<file path="src/hw/mem_pkg.sv">
// shared types and constants for the instruction/data memory front end
// addresses are byte addresses and accesses are word aligned, bits 1:0 ignored
// memory depth and wait states are fixed here for every instance
// byte_en legal values are 1, 2, 4, 8, 3, c and f only

package mem_pkg;

  // bus widths
  localparam int unsigned WORD_W = 32;
  localparam int unsigned ADDR_W = 32;
  localparam int unsigned BE_W   = WORD_W / 8;

  // memory model depth in words
  localparam int unsigned RAM_WORDS   = 256;
  // wait cycles before busy drops
  localparam int unsigned RAM_LATENCY = 2;

  // derived widths for the memory model
  localparam int unsigned RAM_IDX_W = $clog2(RAM_WORDS);
  localparam int unsigned RAM_CNT_W = (RAM_LATENCY > 0) ? $clog2(RAM_LATENCY + 1) : 1;

  typedef logic [WORD_W-1:0]    word_t;
  typedef logic [ADDR_W-1:0]    addr_t;
  typedef logic [BE_W-1:0]      byte_en_t;
  typedef logic [RAM_IDX_W-1:0] ram_idx_t;
  typedef logic [RAM_CNT_W-1:0] wait_cnt_t;

  // instruction fetch, read only
  typedef struct packed {
    logic  ren;
    addr_t addr;
  } iport_req_t;

  // data access, store data right aligned
  typedef struct packed {
    logic     ren;
    logic     wen;
    addr_t    addr;
    word_t    wdata;
    byte_en_t byte_en;
  } dport_req_t;

  // request as seen by the memory, store data already on its lanes
  typedef struct packed {
    logic     ren;
    logic     wen;
    addr_t    addr;
    word_t    wdata;
    byte_en_t byte_en;
  } mem_req_t;

  // arbiter states
  typedef enum logic [1:0] {
    IDLE,
    DATA_ACCESS,
    INSTR_ACCESS
  } arb_state_t;

endpackage

</file>
<file path="src/hw/mem_arbiter.sv">
// arbitrates one memory between the instruction and data ports
// data port wins at idle, a fetch that waited through a data access goes next
// requests are levels held until that port's busy drops for one cycle
// no instruction-side writes, load data is returned as the full word
`timescale 1ns/1ps

module mem_arbiter (
  input  logic               CLK,
  input  logic               nRST,
  input  mem_pkg::iport_req_t i_iport_req,
  input  mem_pkg::dport_req_t i_dport_req,
  input  logic               i_mem_busy,
  input  mem_pkg::word_t     i_mem_rdata,
  output mem_pkg::mem_req_t  o_mem_req,
  output logic               o_iport_busy,
  output logic               o_dport_busy,
  output mem_pkg::word_t     o_iport_rdata,
  output mem_pkg::word_t     o_dport_rdata
);

  import mem_pkg::*;

  arb_state_t state;
  arb_state_t next_state;

  // fetch was held while the data port had the memory
  logic fetch_waited;

  logic  data_req;
  logic  fetch_req;
  logic  data_done;
  logic  instr_done;
  word_t aligned_wdata;

  // request levels from each side
  assign data_req  = i_dport_req.ren | i_dport_req.wen;
  assign fetch_req = i_iport_req.ren;

  // completion is the cycle memory busy is low in the granted state
  assign data_done  = (state == DATA_ACCESS) && !i_mem_busy;
  assign instr_done = (state == INSTR_ACCESS) && !i_mem_busy;

  // state register
  always_ff @(posedge CLK, negedge nRST) begin
    if (!nRST) begin
      state <= IDLE;
    end else begin
      state <= next_state;
    end
  end

  // remember a fetch stuck behind a data access
  always_ff @(posedge CLK, negedge nRST) begin
    if (!nRST) begin
      fetch_waited <= 1'b0;
    end else if (instr_done || !fetch_req) begin
      fetch_waited <= 1'b0;
    end else if (state == DATA_ACCESS) begin
      fetch_waited <= 1'b1;
    end
  end

  // next state
  always_comb begin
    next_state = state;
    case (state)
      IDLE: begin
        // a waited fetch keeps its turn over a new data request
        if (fetch_waited && fetch_req) begin
          next_state = INSTR_ACCESS;
        end else if (data_req) begin
          next_state = DATA_ACCESS;
        end else if (fetch_req) begin
          next_state = INSTR_ACCESS;
        end
      end
      DATA_ACCESS: begin
        if (data_done) begin
          // fetch raised this very cycle counts as waiting too
          if (fetch_waited || fetch_req) begin
            next_state = INSTR_ACCESS;
          end else begin
            next_state = IDLE;
          end
        end else if (!data_req) begin
          // requester gave up, nothing left to finish
          next_state = IDLE;
        end
      end
      INSTR_ACCESS: begin
        if (instr_done || !fetch_req) begin
          next_state = IDLE;
        end
      end
      default: begin
        next_state = IDLE;
      end
    endcase
  end

  // store data moved up to the lowest enabled lane
  always_comb begin
    case (i_dport_req.byte_en)
      4'h2:       aligned_wdata = i_dport_req.wdata << 8;
      4'h4, 4'hc: aligned_wdata = i_dport_req.wdata << 16;
      4'h8:       aligned_wdata = i_dport_req.wdata << 24;
      // 1, 3 and f sit on lane 0 already
      default:    aligned_wdata = i_dport_req.wdata;
    endcase
  end

  // memory request from the granted port
  always_comb begin
    o_mem_req = '0;
    case (state)
      DATA_ACCESS: begin
        o_mem_req.ren     = i_dport_req.ren;
        o_mem_req.wen     = i_dport_req.wen;
        o_mem_req.addr    = i_dport_req.addr;
        o_mem_req.wdata   = aligned_wdata;
        o_mem_req.byte_en = i_dport_req.byte_en;
      end
      INSTR_ACCESS: begin
        // fetches read the whole word
        o_mem_req.ren     = i_iport_req.ren;
        o_mem_req.addr    = i_iport_req.addr;
        o_mem_req.byte_en = '1;
      end
      default: begin
        o_mem_req = '0;
      end
    endcase
  end

  // busy reaches only the granted port, the other one waits
  assign o_dport_busy = (state == DATA_ACCESS) ? i_mem_busy : 1'b1;
  assign o_iport_busy = (state == INSTR_ACCESS) ? i_mem_busy : 1'b1;

  // read word shared, only valid where busy is low
  assign o_dport_rdata = i_mem_rdata;
  assign o_iport_rdata = i_mem_rdata;

endmodule

</file>
<file path="config.mk">
export PLATFORM = sky130hd
export DESIGN_NAME = mem_arbiter
export DESIGN_NICKNAME = d
export VERILOG_FILES = /design/src/hw/mem_pkg.sv /design/src/hw/mem_arbiter.sv
export SDC_FILE = /design/constraint.sdc
export NUM_CORES = 1
export LEC_CHECK = 0
export ABC_AREA = 1
export BUFFER_PORTS_ARGS = -buffer_cell sky130_fd_sc_hd__buf_2
export CORE_AREA = 5 5 103 105
export CTS_CLUSTER_DIAMETER = 40
export DETAILED_ROUTE_END_ITERATION = 10
export DIE_AREA = 0 0 108 110
export GPL_TIMING_DRIVEN = 0
export MAX_ROUTING_LAYER = met4
export SETUP_SLACK_MARGIN = 0.3
export SKIP_CTS_REPAIR_TIMING = 1
export SLEW_MARGIN = 20
export SYNTH_ARGS = -nofsm -noshare
export SYNTH_HDL_FRONTEND = slang
export SYNTH_SLANG_ARGS = --single-unit
</file>
<file path="constraint.sdc">
create_clock -name CLK -period 3.55 [get_ports CLK]
set_input_delay 0.71 -clock CLK [delete_from_list [all_inputs] [get_ports CLK]]
set_output_delay 0.71 -clock CLK [all_outputs]
set_load 0.03 [all_outputs]
</file>
==> flow_metrics.py <==
metrics = {
    "logic_synthesis": {
        "synth_cell_types": 25,
        "ys_seq_area_share_pct": 3.724,
        "synthTopCellsByArea": "buf_4, nand2_1, nand3_1, a21oi_1, nor2_1",
        "synthesis.nets": 522,
        "syn_inst": 381,
        "synth_top_area_share_pct": 24.58,
        "yosysWarnings": 0,
        "yosys.area.top_type": "buf_4",
        "syn_area_sq_um": 2016,
        "synth.avg_cell_area_sq_um": 5.291,
        "ys_ff_latch": 3,
    },
    "detailed_routing": {
        "routed_wl_mm": 11.25,
        "wl_per_cell_um": 14.82,
        "drt_iter0_markers": 112,
        "drt_pass1_iterations": 4,
        "num_vias": 3348,
        "drc": 0,
        "via_per_inst": 4.411,
        "ant_nets": 0,
    },
    "worst_setup_path": {
        "critPathArrivalTime_ps": 2200,
        "crit_type": "primary input to output port",
        "startpoint": "i_dport_req[0]",
        "end_kind": "output port",
        "required_ps": 2840,
        "r2r-start": "state[0]",
        "cp_max_fo": 10,
        "start_kind": "primary input",
    },
    "timing": {
        "fin_tns_setup_ps": 0,
        "tightest_slew_ps": 603.7,
        "setup_viol": 0,
        "fin_crit_sh_pct": 81.84,
        "layout_setup_ws_ps": 644.8,
        "max-slew-margin-rel_pct": 59.75,
        "min_period_ps": 2905,
        "timing.fmax_mhz": 344.2,
        "drv_slew": 0,
        "skew_ps": 2.362,
        "hold_viol": 0,
        "rsz0062_at_grt": "false",
    },
    "global_route": {
        "grt_remaining_overflow": 0,
        "grt_max_degree": 11,
        "track_usage_pct": 17.75,
        "grt_pass1_wl_mm": 16.40,
        "antenna_found_initial": 0,
        "grt_pass1_vias": 3265,
    },
    "power_and_ir_drop": {
        "leakagePower_uw": 0.002021,
        "power.share.clock_pct": 4.7,
        "p_switching_uw": 1435,
        "pwr-share-comb_pct": 92.3,
        "peakVddDrop_uv": 322.6,
        "pwr-share-seq_pct": 3.0,
        "powerDensity_nw_per_um2": 604.5,
        "switching_share_pct": 69.12,
        "p_int_uw": 640.9,
    },
    "placed_design": {
        "dp_slack_ps": 634.0,
        "io_buffer_count": 241,
        "dp_hpwl_mm": 9.455,
        "gp_congestion": 0.9259,
    },
    "layout": {
        "nFillCells": 1106,
        "area_delta_synth_final_pct": 70.33,
        "final_common_cell": "buf_2",
        "seqCellArea_sq_um": 75.07,
        "multi_input_area_sq_um": 1250,
        "most-common-layout-cells": "buf_2, nand2_1, buf_4, nor2_1, nand3_1",
        "layout-drive-gt1-share_pct": 52.72,
        "antennaDiodeCount": 0,
        "fin_nets": 768,
    },
    "die": {
        "num_io_pins": 274,
        "die-area_sq_um": 11880,
        "initial_core_util_pct": 21.11,
        "rows": 36,
        "core_sq_um": 9549,
        "chipWidth_um": 108,
        "die_h_um": 110,
    },
    "cts": {
        "cts_buffer_depth": 2,
        "numCtsBuffers": 3,
        "clock_sinks": 3,
        "cts_tree": "built",
        "root_buffer": "clkbuf_8",
        "cts-htree-levels": 1,
        "clk_pin_slew_ps": 30,
        "insertion_delay_ps": 210,
    },
    "min_path": {
        "min_path_type": "primary input to asynchronous set/reset pin",
    },
    "job": {
        "maxCapViolCount": 0,
    },
    "status": {
        "outcome": "complete, no violations",
    },
}
-- cells by family (layout without fill, tap and decap cells) --
kind of cell	Yosys count	in the layout	synth area share [%]
simple gates	191	191	41.84
buf+inv	112	357	34.26
compound gates	72	72	18.31
fa+ha+maj	3	3	1.862
flops	3	3	3.724
-- path summary, 6_finish.rpt --
check | end | slack [ps] | depth (start not counted)
hold reg to reg | state[1] | 510 | 2
max in group asynchronous | state[1] | 3160 | 1
setup reg to reg | fetch_waited | 1810 | 6
hold / removal | fetch_waited | 280 | 1
setup / recovery | o_mem_req[27] | 640 | 8
min in group CLK | state[1] | 510 | 2
-- power groups by stage --
stage	Clock, uW	Sequential (uW)	Combinational [uW]
floorplan	0	59.5	1310
detailed placement	0	63.2	1940
global placement	0	60.9	1940
finish	98.0	62.8	1910
global route	108	64.9	2080
CTS	99.4	62.7	1950
-- cell usage after synthesis --
cell / n
nand2_1: 86
clkinv_1: 1
nor2_4: 1
nand2_4: 2
a21oi_1: 38
o211a_1: 1
ha_1: 3
nand4_1: 8
o21ai_1: 15
clkbuf_1: 9
inv_1: 22
nand3_2: 1
or2_2: 1
dfrtp_1: 3
buf_6: 2
buf_2: 6
nand3_1: 43
inv_2: 3
o21ai_0: 17
nor2_1: 46
nor2_2: 2
nor2_8: 1
buf_4: 66
o21ai_2: 1
buf_1: 3
-- critical path, cell delays in order --
cell and delay, ps:
buf_2 140, nor2_2 410, o21ai_2 140, nand2_4 140, buf_4 210, o21ai_1 80
nor2_1 140, buf_2 220
-- flip-flops by register name, summed over array words and instances (netlist names) --
signal	flops
state	2
fetch_waited	1
-- final cells by class --
| type | instances | area share [%] |
|---|---|---|
| Multi-Input combinational cell | 266 | 36.41 |
| Timing Repair Buffer | 241 | 35.13 |
| Buffer | 86 | 17.27 |
| Tap cell | 133 | 4.847 |
| Inverter | 26 | 2.843 |
| Sequential cell | 3 | 2.187 |
| Clock buffer | 4 | 1.312 |
-- layer usage --
layer / up-vias / track usage (%) / part of all wire [%]
met1: 1474 / 19.23 / 36
li1: 1663 / - / -
met3: 9 / 2.446 / 11
met4: 0 / 3.246 / 1.3
met5: - / - / 0
met2: 202 / 34.68 / 52
-- through the flow --
stage / total power, uW / hold WS (ps) / instances / instance area (sq um) / util [%]
4_1_cts: 2114 / 283.2 / 759 / 3433 / 35.95
3_3_place_gp: 1998 / 493.9 / 755 / 3388 / 35.48
2_1_floorplan: 1373 / 414.4 / 381 / 2016 / -
6_report: 2075 / 284.8 / 759 / 3433 / 35.95
3_5_place_dp: 2007 / 507.4 / 755 / 3388 / 35.48
5_1_grt: 2249 / 277.9 / 759 / 3433 / 35.95
Note: power is estimated with default switching activity, not from simulation.
